<file path="src/uart_pkg.sv">
// Shared package for the console transmitter hub
// Frame width constant, transmitter and arbiter state enums

package uart_pkg;

    //////////////////////////////////////////////////////////////////////
    // Frame format
    //////////////////////////////////////////////////////////////////////

    localparam int DATA_BITS = 8;    // Payload bits per 8N1 frame

    //////////////////////////////////////////////////////////////////////
    // State encodings
    //////////////////////////////////////////////////////////////////////

    // Serializer phases, one per part of the frame
    typedef enum logic [1:0] {
        TX_IDLE,     // Line high, waiting for is_new
        TX_START,    // Low start bit
        TX_DATA,     // Payload, LSB first
        TX_STOP      // High stop bit
    } tx_state_t;

    // Arbiter sequencer
    typedef enum logic [1:0] {
        ARB_IDLE,    // Looking for a non-empty queue
        ARB_LAUNCH,  // is_new high for one cycle
        ARB_BUSY     // Frame on the line
    } arb_state_t;

endpackage

</file>
<file path="src/tx_fifo.sv">
// Per-channel byte queue, first word fall through
// Circular buffer with occupancy count, full and empty levels

`timescale 1ns/1ps

module tx_fifo
    import uart_pkg::*;
#(
    parameter int FIFO_DEPTH = 4    // Power of two, at least 2
) (
    input  logic                 clk,
    input  logic                 rst,
    input  logic                 wr_en,        // Producer write strobe
    input  logic [DATA_BITS-1:0] wr_data,
    input  logic                 pop,          // Remove head at this edge
    output logic [DATA_BITS-1:0] head_data,    // Oldest byte, no read delay
    output logic                 full,
    output logic                 empty
);

    localparam int PTR_W = $clog2(FIFO_DEPTH);

    logic [DATA_BITS-1:0] mem [FIFO_DEPTH];
    logic [PTR_W-1:0]     wr_ptr;
    logic [PTR_W-1:0]     rd_ptr;
    logic [PTR_W:0]       count;      // 0 .. FIFO_DEPTH
    logic                 do_wr;
    logic                 do_pop;

    //////////////////////////////////////////////////////////////////////
    // Status and qualified strobes
    //////////////////////////////////////////////////////////////////////

    assign full  = (count == (PTR_W + 1)'(FIFO_DEPTH));
    assign empty = (count == '0);

    assign do_wr  = wr_en && !full;    // Dropped when full, even with a pop
    assign do_pop = pop && !empty;

    assign head_data = mem[rd_ptr];    // Fall through

    //////////////////////////////////////////////////////////////////////
    // Storage
    //////////////////////////////////////////////////////////////////////

    always_ff @(posedge clk) begin
        if (do_wr) begin
            mem[wr_ptr] <= wr_data;
        end
    end

    // Pointers wrap naturally on a power-of-two depth
    always_ff @(posedge clk) begin
        if (rst) begin
            wr_ptr <= '0;
            rd_ptr <= '0;
            count  <= '0;
        end else begin
            if (do_wr) begin
                wr_ptr <= wr_ptr + 1'b1;
            end
            if (do_pop) begin
                rd_ptr <= rd_ptr + 1'b1;
            end
            case ({do_wr, do_pop})
                2'b10:   count <= count + 1'b1;
                2'b01:   count <= count - 1'b1;
                default: count <= count;    // Both or neither
            endcase
        end
    end

    // Arbiter only grants a queue that showed data
    a_no_pop_empty: assert property (@(posedge clk) disable iff (rst)
        pop |-> !empty)
        else $error("tx_fifo: pop while empty");

endmodule

</file>
<file path="src/tx_arbiter.sv">
// Round-robin arbiter between the channel queues and the transmitter
// Rotating pointer, grant search, launch sequencer, idle status

`timescale 1ns/1ps

module tx_arbiter
    import uart_pkg::*;
#(
    parameter int NUM_CHANNELS = 4
) (
    input  logic                              clk,
    input  logic                              rst,
    input  logic [NUM_CHANNELS-1:0]           empty,       // Per queue
    input  logic [NUM_CHANNELS*DATA_BITS-1:0] head_data,   // Packed queue heads
    input  logic                              ready,       // Transmitter free
    output logic [NUM_CHANNELS-1:0]           pop,         // One-hot, grant cycle only
    output logic [DATA_BITS-1:0]              tx_data,
    output logic                              is_new,
    output logic                              idle
);

    localparam int CH_W = (NUM_CHANNELS > 1) ? $clog2(NUM_CHANNELS) : 1;

    arb_state_t      state;
    logic [CH_W-1:0] ptr;          // Highest priority channel
    logic [CH_W-1:0] grant_idx;    // First non-empty from ptr
    logic [CH_W-1:0] next_ptr;
    logic            any_req;
    logic            launch;       // Grant happens at this edge

    //////////////////////////////////////////////////////////////////////
    // Grant search
    //////////////////////////////////////////////////////////////////////

    // Walk upward from the pointer with wrap, keep the first hit
    always_comb begin
        int unsigned cand;
        grant_idx = '0;
        any_req   = 1'b0;
        for (int i = 0; i < NUM_CHANNELS; i++) begin
            cand = int'(ptr) + i;
            if (cand >= NUM_CHANNELS) begin
                cand = cand - NUM_CHANNELS;
            end
            if (!any_req && !empty[cand]) begin
                any_req   = 1'b1;
                grant_idx = CH_W'(cand);
            end
        end
    end

    assign next_ptr = (grant_idx == CH_W'(NUM_CHANNELS - 1)) ? '0 : grant_idx + 1'b1;
    assign launch   = (state == ARB_IDLE) && ready && any_req;

    always_comb begin
        pop = '0;
        if (launch) begin
            pop[grant_idx] = 1'b1;    // Queue advances at the grant edge
        end
    end

    //////////////////////////////////////////////////////////////////////
    // Sequencer
    //////////////////////////////////////////////////////////////////////

    always_ff @(posedge clk) begin
        if (rst) begin
            state  <= ARB_IDLE;
            ptr    <= '0;
            is_new <= 1'b0;
        end else begin
            case (state)
                ARB_IDLE: begin
                    if (launch) begin
                        ptr    <= next_ptr;    // Rotate past the winner
                        is_new <= 1'b1;
                        state  <= ARB_LAUNCH;
                    end
                end
                ARB_LAUNCH: begin
                    is_new <= 1'b0;    // Transmitter took the byte
                    state  <= ARB_BUSY;
                end
                ARB_BUSY: begin
                    if (ready) begin
                        state <= ARB_IDLE;
                    end
                end
                default: state <= ARB_IDLE;
            endcase
        end
    end

    // Granted byte held here so the queue is free to move on
    always_ff @(posedge clk) begin
        if (launch) begin
            tx_data <= head_data[grant_idx*DATA_BITS +: DATA_BITS];
        end
    end

    assign idle = (&empty) && (state == ARB_IDLE) && ready;

    a_pop_onehot: assert property (@(posedge clk) disable iff (rst)
        $onehot0(pop))
        else $error("tx_arbiter: more than one queue popped");

    // A pop is always the grant cycle, followed by a single launch cycle
    a_pop_grant: assert property (@(posedge clk) disable iff (rst)
        |pop |=> is_new && (pop == '0) ##1 !is_new)
        else $error("tx_arbiter: pop outside the grant cycle");

endmodule

</file>
<file path="src/uart_tx.sv">
// UART transmitter, 8N1, LSB first
// Bit timer, payload shift register and line driver

`timescale 1ns/1ps

module uart_tx
    import uart_pkg::*;
#(
    parameter int CLK_FREQ  = 100_000_000,
    parameter int BAUD_RATE = 115_200
) (
    input  logic                 clk,
    input  logic                 rst,
    input  logic [DATA_BITS-1:0] data,      // Byte to send
    input  logic                 is_new,    // One-cycle launch strobe
    output logic                 tx,        // Serial line, idles high
    output logic                 ready      // High when a byte can be taken
);

    localparam int BIT_CYCLES = CLK_FREQ / BAUD_RATE;                  // Clocks per bit
    localparam int TIMER_W    = (BIT_CYCLES > 1) ? $clog2(BIT_CYCLES) : 1;

    tx_state_t            state;
    logic [TIMER_W-1:0]   timer;      // Clocks spent in the current bit
    logic [2:0]           bit_cnt;    // Payload bit index
    logic [DATA_BITS-1:0] shreg;      // Latched byte, shifts right
    logic                 bit_done;   // Last clock of the current bit

    assign bit_done = (timer == TIMER_W'(BIT_CYCLES - 1));

    //////////////////////////////////////////////////////////////////////
    // Frame sequencer
    //////////////////////////////////////////////////////////////////////

    always_ff @(posedge clk) begin
        if (rst) begin
            state   <= TX_IDLE;
            timer   <= '0;
            bit_cnt <= '0;
            ready   <= 1'b1;
        end else begin
            case (state)
                TX_IDLE: begin
                    timer   <= '0;
                    bit_cnt <= '0;
                    if (is_new) begin
                        ready <= 1'b0;    // Busy until stop bit ends
                        state <= TX_START;
                    end
                end
                TX_START: begin
                    if (bit_done) begin
                        timer <= '0;
                        state <= TX_DATA;
                    end else begin
                        timer <= timer + 1'b1;
                    end
                end
                TX_DATA: begin
                    if (bit_done) begin
                        timer <= '0;
                        if (bit_cnt == 3'(DATA_BITS - 1)) begin
                            state <= TX_STOP;    // All payload bits out
                        end else begin
                            bit_cnt <= bit_cnt + 1'b1;
                        end
                    end else begin
                        timer <= timer + 1'b1;
                    end
                end
                TX_STOP: begin
                    if (bit_done) begin
                        timer <= '0;
                        ready <= 1'b1;    // Next byte may launch
                        state <= TX_IDLE;
                    end else begin
                        timer <= timer + 1'b1;
                    end
                end
                default: state <= TX_IDLE;
            endcase
        end
    end

    // Payload register, loaded on launch and shifted at each bit boundary
    always_ff @(posedge clk) begin
        if (state == TX_IDLE && is_new) begin
            shreg <= data;
        end else if (state == TX_DATA && bit_done) begin
            shreg <= shreg >> 1;
        end
    end

    //////////////////////////////////////////////////////////////////////
    // Line driver
    //////////////////////////////////////////////////////////////////////

    // Registered one cycle behind the state, so every bit is BIT_CYCLES long
    always_ff @(posedge clk) begin
        if (rst) begin
            tx <= 1'b1;    // Valid idle level
        end else begin
            case (state)
                TX_START: tx <= 1'b0;
                TX_DATA:  tx <= shreg[0];
                default:  tx <= 1'b1;    // Idle and stop bit
            endcase
        end
    end

    // The arbiter must never launch into a busy transmitter
    a_launch_when_ready: assert property (@(posedge clk) disable iff (rst)
        is_new |-> ready)
        else $error("uart_tx: is_new while ready is low");

endmodule

</file>
<file path="src/uart_tx_hub.sv">
// Shared console transmitter, top level
// Channel queues, round-robin arbiter and one UART transmitter

`timescale 1ns/1ps

module uart_tx_hub
    import uart_pkg::*;
#(
    parameter int NUM_CHANNELS = 4,
    parameter int FIFO_DEPTH   = 4,              // Power of two
    parameter int CLK_FREQ     = 100_000_000,
    parameter int BAUD_RATE    = 115_200
) (
    input  logic                              clk,
    input  logic                              rst,
    input  logic [NUM_CHANNELS-1:0]           wr_en,     // One strobe per channel
    input  logic [NUM_CHANNELS*DATA_BITS-1:0] wr_data,   // Channel n at bits n*8 up
    output logic [NUM_CHANNELS-1:0]           full,
    output logic                              tx,
    output logic                              idle
);

    //////////////////////////////////////////////////////////////////////
    // Internal wires
    //////////////////////////////////////////////////////////////////////

    logic [NUM_CHANNELS-1:0]           q_empty;
    logic [NUM_CHANNELS-1:0]           q_pop;
    logic [NUM_CHANNELS*DATA_BITS-1:0] q_head;     // Packed like wr_data

    logic [DATA_BITS-1:0] arb_data;    // Granted byte
    logic                 arb_is_new;
    logic                 tx_ready;

    //////////////////////////////////////////////////////////////////////
    // Channel queues
    //////////////////////////////////////////////////////////////////////

    for (genvar ch = 0; ch < NUM_CHANNELS; ch++) begin : g_queue
        tx_fifo #(
            .FIFO_DEPTH (FIFO_DEPTH)
        ) u_fifo (
            .clk       (clk),
            .rst       (rst),
            .wr_en     (wr_en[ch]),
            .wr_data   (wr_data[ch*DATA_BITS +: DATA_BITS]),
            .pop       (q_pop[ch]),
            .head_data (q_head[ch*DATA_BITS +: DATA_BITS]),
            .full      (full[ch]),
            .empty     (q_empty[ch])
        );
    end

    //////////////////////////////////////////////////////////////////////
    // Arbitration and serializer
    //////////////////////////////////////////////////////////////////////

    tx_arbiter #(
        .NUM_CHANNELS (NUM_CHANNELS)
    ) u_arbiter (
        .clk       (clk),
        .rst       (rst),
        .empty     (q_empty),
        .head_data (q_head),
        .ready     (tx_ready),
        .pop       (q_pop),
        .tx_data   (arb_data),
        .is_new    (arb_is_new),
        .idle      (idle)
    );

    // Single shared line
    uart_tx #(
        .CLK_FREQ  (CLK_FREQ),
        .BAUD_RATE (BAUD_RATE)
    ) u_uart_tx (
        .clk    (clk),
        .rst    (rst),
        .data   (arb_data),
        .is_new (arb_is_new),
        .tx     (tx),
        .ready  (tx_ready)
    );

endmodule

</file>
<file path="config.mk">
export PLATFORM = sky130hd
export DESIGN_NAME = uart_tx_hub
export DESIGN_NICKNAME = d
export VERILOG_FILES = /design/src/uart_pkg.sv /design/src/tx_fifo.sv /design/src/tx_arbiter.sv /design/src/uart_tx.sv /design/src/uart_tx_hub.sv
export SDC_FILE = /design/constraint.sdc
export NUM_CORES = 1
export LEC_CHECK = 0
export ABC_CLOCK_PERIOD_IN_PS = 6200
export BUFFER_PORTS_ARGS = -buffer_cell sky130_fd_sc_hd__buf_2
export CORE_ASPECT_RATIO = 1.5
export CORE_MARGIN = 2
export CORE_UTILIZATION = 60
export DETAILED_ROUTE_END_ITERATION = 7
export PLACE_DENSITY = 0.78
export SKIP_CTS_REPAIR_TIMING = 1
export SYNTH_ARGS = -nofsm -noshare
export SYNTH_HDL_FRONTEND = slang
export SYNTH_SLANG_ARGS = --single-unit
export TNS_END_PERCENT = 30
</file>
<file path="constraint.sdc">
create_clock -name clk -period 6.2 [get_ports clk]
set_input_delay 0.62 -clock clk [delete_from_list [all_inputs] [get_ports clk]]
set_output_delay 0.62 -clock clk [all_outputs]
set_load 0.03 [all_outputs]
</file>
==> results_dict.tcl, run 1 <==
set metrics [dict create \
    antenna_found_initial 0 \
    row_count 53 \
    peakVddDrop_mv 0.3201 \
    grt_max_degree 46 \
    drtPass1Iterations 4 \
    grt_overflow 0 \
    rr_startpoint "g_queue[2].u_fifo.count[2]$_SDFFE_PP0P_" \
    clock_latency_ns 0.48 \
    p_total_mw 4.202 \
    synth_nets 632 \
    cap_violations 0 \
    routed_wl_mm 14.58 \
    final_cell_mix "144 x edfxtp_1, 58 x dfxtp_1, 43 x nor2_1, 43 x buf_2, 32 x mux4_2" \
    tightestPinTransition_ns 0.9872 \
    async_flop_share_pct 0 \
    synthDistinctLibCells 55 \
    rr_endpoint "g_queue[1].u_fifo.count[2]$_SDFFE_PP0P_" \
    numCtsBuffers 19 \
    min_path_cells 1 \
    port_buffers 43 \
    cts_buffer_depth 3 \
    finalNetCount 672 \
    period_share_pct 57.86 \
    post-route-drc-count 0 \
    p_leak_nw 3.371 \
    final_common_cell "edfxtp_1" \
    routabilityCongestion 0.7281 \
    start_util_pct 61.24 \
    hp-class "primary input to flip-flop" \
    netlist_area_um2 8528 \
    outcome "complete, no violations" \
    clk_pin_slew_worst_paths_ns 0.06 \
    fmax_mhz 278.8 \
    final_max_slew_viol_count 0 \
    p_per_area_nw_per_um2 445.9 \
    skew_ns 0.01386 \
    drive_gt1_share_pct 19.90 \
    synth-edff-count 144 \
    synthToLayoutAreaGrowth_pct 10.50 \
    dpl.hpwl_mm 10.41 \
    h-tree-depth 1 \
    max_slew_margin_pct 34.18 \
    dieArea_um2 15200 \
    min_period_ns 3.587 \
    worstSetupStartpointType "flip-flop" \
    via_count 4457 \
    ys_seq_area_share_pct 64.32 \
    die_x_um 101.3 \
    crit_end "g_queue[1].u_fifo.count[2]$_SDFFE_PP0P_" \
    cts_sinks 202 \
    syn-instance-count 561 \
    final-hold-violation-count 0 \
    path_class "flip-flop to flip-flop" \
    n_fill_cell 982 \
    syn_area_per_cell_um2 15.20 \
    setup-violations-final 0 \
    grt_pass1_vias 4813 \
    rsz0062_at_grt "no" \
    cp_max_fo 17 \
    track_usage_pct 20.09 \
    grt_pass1_wl_mm 23.32 \
    ys_seq_elements 202 \
    drt_iter0_markers 192 \
    pin_count 44 \
    vias_per_cell 5.729 \
    required_ns 6.59 \
    synth_ff_type "edfxtp_1" \
    worstRegToRegCells 10 \
    cts_tree "built" \
    ant_nets 0 \
    endpoint_kind "flip-flop" \
    yosysWarnings 0 \
    finalSetupTns_ns 0 \
    core_area_um2 13930 \
    crit_path_start "g_queue[2].u_fifo.count[2]$_SDFFE_PP0P_" \
    antenna_cells 0 \
    regToRegSetupSlack_ns 2.61 \
    wl_per_cell_um 18.74 \
    root_buffer "clkbuf_16" \
    cp_data_arrival_time_ns 3.98 \
    die_y_um 150.0 \
]
## through the flow
stage          hold slack (ns)  util (%)  instances  worst slack, ns  area [um^2]
3_3_place_gp            0.4416     63.36        745            2.796         8823
6_report                0.3475     67.67        778            2.613         9424
5_1_grt                 0.3454     67.67        778            2.337         9424
3_5_place_dp            0.4539     63.36        745            2.627         8823
2_1_floorplan           0.4297         -        561            3.072         8528
4_1_cts                 0.3364     67.67        778            2.605         9424
## synthesized netlist by cell type, drive strengths merged (7+ instances only)
library cell	number	area share [%]
a21oi	17	1.0
xnor2	11	1.1
ha	29	4.3
inv	31	1.4
and2	16	1.2
clkbuf	7	0.31
o21ai	7	0.41
mux2	14	1.8
or3	8	0.65
and3	8	0.59
nand2	19	0.84
mux2i	29	3.4
buf	18	1.3
nor2b	9	0.66
dfxtp	58	14
xor2	11	1.1
edfxtp	144	51
mux4	32	8.5
nand3	7	0.41
nor2	43	1.9
## layer usage
| metal | vias to the layer above | global-route usage (%) | wire length, um |
|---|---|---|---|
| met5 | - | 0 | 0 |
| met4 | 0 | 8.514 | 463 |
| met3 | 26 | 2.756 | 492 |
| met2 | 84 | 36.89 | 8076 |
| met1 | 2206 | 23.12 | 5550 |
| li1 | 2141 | - | - |
## registers in the layout, summed over array words and instances (netlist names), 2 cells and up, named ones only
signal / count
g_queue.u_fifo.mem: 128
g_queue.u_fifo.count: 12
u_arbiter.ptr: 2
g_queue.u_fifo.rd_ptr: 8
u_uart_tx.state: 2
u_uart_tx.timer: 10
u_uart_tx.shreg: 8
u_arbiter.tx_data: 8
u_uart_tx.bit_cnt: 3
g_queue.u_fifo.wr_ptr: 8
u_arbiter.state: 2
## where the power goes
part	switching, mW	internal (mW)	leakage (nW)
Sequential	0.140	1.71	1.80
Combinational	0.698	0.542	1.28
Clock	0.460	0.654	0.292
Total	1.30	2.90	3.37
## critical path, cell delays in order (launching register included)
cell and delay (ns):
dfxtp_1 0.35, nor3_4 0.34, o221ai_1 0.19, a22oi_2 0.80
nor3b_2 0.46, ha_1 0.25, inv_1 0.07, fa_1 0.42
xor2_1 0.16, or3_1 0.32, a21oi_1 0.15
## worst min path at each step
stage,to,start
after global routing,g_queue[0].u_fifo.mem[3][6]$_DFFE_PP_,wr_data[6]
final,g_queue[0].u_fifo.mem[3][5]$_DFFE_PP_,wr_data[5]
after global placement,u_uart_tx.timer[0]$_SDFF_PP0_,u_uart_tx.timer[0]$_SDFF_PP0_
after CTS,g_queue[0].u_fifo.mem[3][5]$_DFFE_PP_,wr_data[5]
after detailed placement,u_uart_tx.timer[0]$_SDFF_PP0_,u_uart_tx.timer[0]$_SDFF_PP0_
after floorplan,u_uart_tx.timer[0]$_SDFF_PP0_,u_uart_tx.timer[0]$_SDFF_PP0_
## final cells by class
| cell class | count | area, um^2 | area share (%) |
|---|---|---|---|
| Sequential cell | 202 | 5485 | 58.20 |
| Clock inverter | 5 | 51.30 | 0.5443 |
| Tap cell | 165 | 206.4 | 2.191 |
| Multi-Input combinational cell | 303 | 2793 | 29.63 |
| Inverter | 31 | 116.4 | 1.235 |
| Timing Repair Buffer | 44 | 222.7 | 2.363 |
| Clock buffer | 28 | 549.3 | 5.828 |
## logic make-up after synthesis
family / Yosys count / synth area share (%)
adders and majority gates: 33 / 5.194
and+or+nand+nor: 137 / 8.832
muxes: 75 / 13.70
AOI/OAI and AO/OA: 36 / 2.758
DFF: 202 / 64.32
buffers and inverters: 56 / 2.934
xor gates and xnor gates: 22 / 2.259
Power figures use the tool's default switching activity.
==> inputs of run 2 (changes only) <==
--- a/config.mk
+++ b/config.mk
@@ -5,13 +5,14 @@
 export SDC_FILE = /design/constraint.sdc
 export NUM_CORES = 1
 export LEC_CHECK = 0
-export ABC_CLOCK_PERIOD_IN_PS = 6200
+export ABC_AREA = 1
+export ABC_CLOCK_PERIOD_IN_PS = 3000
 export BUFFER_PORTS_ARGS = -buffer_cell sky130_fd_sc_hd__buf_2
 export CORE_ASPECT_RATIO = 1.5
 export CORE_MARGIN = 2
-export CORE_UTILIZATION = 60
+export CORE_UTILIZATION = 55
 export DETAILED_ROUTE_END_ITERATION = 7
-export PLACE_DENSITY = 0.78
+export PLACE_DENSITY = 0.76
 export SKIP_CTS_REPAIR_TIMING = 1
 export SYNTH_ARGS = -nofsm -noshare
 export SYNTH_HDL_FRONTEND = slang
==> constraint.sdc (replaced) <==
create_clock -name clk -period 3 [get_ports clk]
set_input_delay 0.3 -clock clk [delete_from_list [all_inputs] [get_ports clk]]
set_output_delay 0.3 -clock clk [all_outputs]
set_load 0.03 [all_outputs]
==> run 2 against run 1 <==
- count of clock-buffer cells in the layout down 4
- total power grew 130%
- fmax increased by 29%
- largest cell class unchanged
==> results_dict.tcl, run 2 <==
set metrics [dict create \
    cp_data_arrival_time_ns 3.15 \
    yosysWarnings 0 \
    async_flop_share_pct 0 \
    min_period_ns 2.775 \
    h-tree-depth 1 \
    top_register "g_queue.u_fifo.mem" \
    hp-class "primary input to flip-flop" \
    p_leak_nw 3.770 \
    clock_latency_ns 0.49 \
    grt_pass1_vias 5713 \
    pin_count 44 \
    port_buffers 43 \
    cp_max_fo 10 \
    vias_per_cell 5.362 \
    drt_iter0_markers 354 \
    die_x_um 107.2 \
    antenna_found_initial 0 \
    skew_ns 0.01399 \
    dieArea_um2 17020 \
    synth.top_cells.by_count "144 x edfxtp_1, 143 x nor2_1, 92 x o21ai_0, 88 x nand2_1, 84 x inv_1" \
    largest_register_ffs 128 \
    max_slew_margin_pct 24.24 \
    path_class "flip-flop to flip-flop" \
    post-route-drc-count 0 \
    cts_tree "built" \
    antenna_cells 0 \
    core_area_um2 15630 \
    cap_violations 0 \
    syn_area_per_cell_um2 10.58 \
    holdWs_ns 0.02355 \
    cts_buffer_depth 3 \
    finalSetupTns_ns 0 \
    cp_slowest_stage_delay_ns 0.44 \
    ys_seq_elements 202 \
    top_regs "g_queue.u_fifo.mem: 128 flops, g_queue.u_fifo.count: 12 flops, u_uart_tx.timer: 10 flops" \
    p_per_area_nw_per_um2 966.1 \
    synthAdderAreaFrac_pct 5.043 \
    required_ns 3.37 \
    synth_nets 901 \
    finalNetCount 952 \
    synthToLayoutAreaGrowth_pct 12.49 \
    dpl.hpwl_mm 11.21 \
    row_count 56 \
    final_common_cell "edfxtp_1" \
    period_share_pct 92.51 \
    drtPass1Iterations 6 \
    track_usage_pct 20.12 \
    cts_sinks 202 \
    cp_slowest_cell "fa_1" \
    fin_cells 1098 \
    start_util_pct 56.21 \
    fmax_mhz 360.3 \
    setup-violations-final 0 \
    root_buffer "clkbuf_16" \
    path_cells "inv_6 > nand2_1 > nand2_2 > nand3_1 > nand2_1 > nand2_1 > nand2_2 > inv_2 > nand2_2 > buf_4 > nor2_4 > ha_1 > inv_1 > fa_1 > a21oi_1 > o21ai_0 > o21ai_1 > a21oi_1" \
    synthMuxAreaShare_pct 0.8976 \
    grt_max_degree 35 \
    peakVddDrop_mv 0.6021 \
    grt_pass1_wl_mm 27.18 \
    final_cell_mix "144 x edfxtp_1, 141 x nor2_1, 90 x o21ai_0" \
    endpoint_kind "flip-flop" \
    grt_overflow 0 \
    final_max_slew_viol_count 0 \
    synth-edff-count 144 \
    via_count 5888 \
    routed_wl_mm 16.64 \
    yosysTopAreaCellShare_pct 49.24 \
    synth.most_common_cell "edfxtp_1" \
    synthTopCellsByArea "edfxtp_1 49%, dfxtp_1 13%, nor2_1 6.1%" \
    synth-compound-area-share_pct 11.27 \
    ant_nets 0 \
    ys_seq_area_share_pct 62.46 \
    synth-simple-area-share_pct 14.39 \
    die_y_um 158.8 \
    clk_pin_slew_worst_paths_ns 0.07 \
    numCtsBuffers 20 \
    placed_cells 1061 \
    synth_xor_area_share_pct 0.3989 \
    netlist_area_um2 8782 \
    syn-instance-count 830 \
    synthDistinctLibCells 40 \
    routabilityCongestion 0.8384 \
    synth_top_area_cell "edfxtp_1" \
    final-hold-violation-count 0 \
    synth_top_family_by_area "simple AND/OR/NAND/NOR gates" \
    rsz0062_at_grt "yes" \
    worstSetupStartpointType "flip-flop" \
    tightestPinTransition_ns 1.125 \
    outcome "complete, no violations" \
    wl_per_cell_um 15.15 \
    p_total_mw 9.545 \
    drive_gt1_share_pct 15.08 \
    synth_ff_type "edfxtp_1" \
]
## run 2: cell count changes in the layout (fill, tap and decap cells not counted), sizes merged, moves of 16 or more
cell    previous run  this run
o22ai              0        24
nand3              7        34
o21ai              7        92
and2              16         0
a21oi             17        39
mux4              32         0
inv               31        89
mux2i             29         0
o211ai             1        17
nand2             19        94
nor2              43       151
## run 2: final timing paths
path                                      start                                       to  slack (ns)  cells past startpoint
setup / recovery  u_arbiter.ptr[0]$_SDFFE_PP0P_  g_queue[0].u_fifo.count[2]$_SDFFE_PP0P_        0.22                     18
hold / removal                      wr_data[28]    g_queue[3].u_fifo.mem[2][4]$_DFFE_PP_        0.02                      1
setup reg to reg  u_arbiter.ptr[0]$_SDFFE_PP0P_  g_queue[0].u_fifo.count[2]$_SDFFE_PP0P_        0.22                     18
hold reg to reg   u_uart_tx.timer[0]$_SDFF_PP0_            u_uart_tx.timer[0]$_SDFF_PP0_        0.45                      1
## run 2: layout make-up
type	count	area (um^2)
Fill cell	1216	5746
Sequential cell	202	5492
Timing Repair Buffer	53	290.3
Tap cell	203	254.0
Inverter	89	339.1
Multi-Input combinational cell	515	2858
Clock inverter	12	100.1
Clock buffer	24	546.8
## run 2: per-stage QoR
step	utilization, %	worst slack [ns]	cell area, um^2
after floorplan	-	0.1775	8782
after global placement	58.70	0.1703	9171
after detailed placement	58.70	0.1024	9171
after CTS	62.84	0.09161	9818
after global routing	63.23	-0.06009	9879
final	63.23	0.2246	9879
## run 2: power breakdown
| group | total (mW) | internal [mW] | switching, mW | leakage (nW) |
|---|---|---|---|---|
| clock network | 2.41 | 1.40 | 1.01 | 0.311 |
| logic | 3.36 | 1.11 | 2.25 | 1.66 |
| registers | 3.77 | 3.55 | 0.225 | 1.80 |
| total | 9.54 | 6.06 | 3.48 | 3.77 |
## run 2: cells by family after synthesis
logic type / Yosys count
simple gates: 293
flops: 202
compound gates: 178
buf+inv: 113
fa+ha+maj: 33
mux: 7
xor+xnor: 4
## run 2: worst max-delay path: cells and delay by family (launching register included)
family                   cells  cell delay [ns]
AND/OR/NAND/NOR              8             0.74
adder cells (fa/ha/maj)      2             0.60
AO/OA/AOI/OAI                4             0.51
flip-flops                   1             0.42
buffers and inverters        4             0.39
## run 2: metal layers
metal | track usage [%] | vias up | share of wire (%)
li1 | - | 2949 | -
met1 | 24.16 | 2785 | 40
met2 | 36.19 | 116 | 53
met3 | 3.079 | 38 | 4.0
met4 | 6.907 | 0 | 2.9
met5 | 0 | - | 0
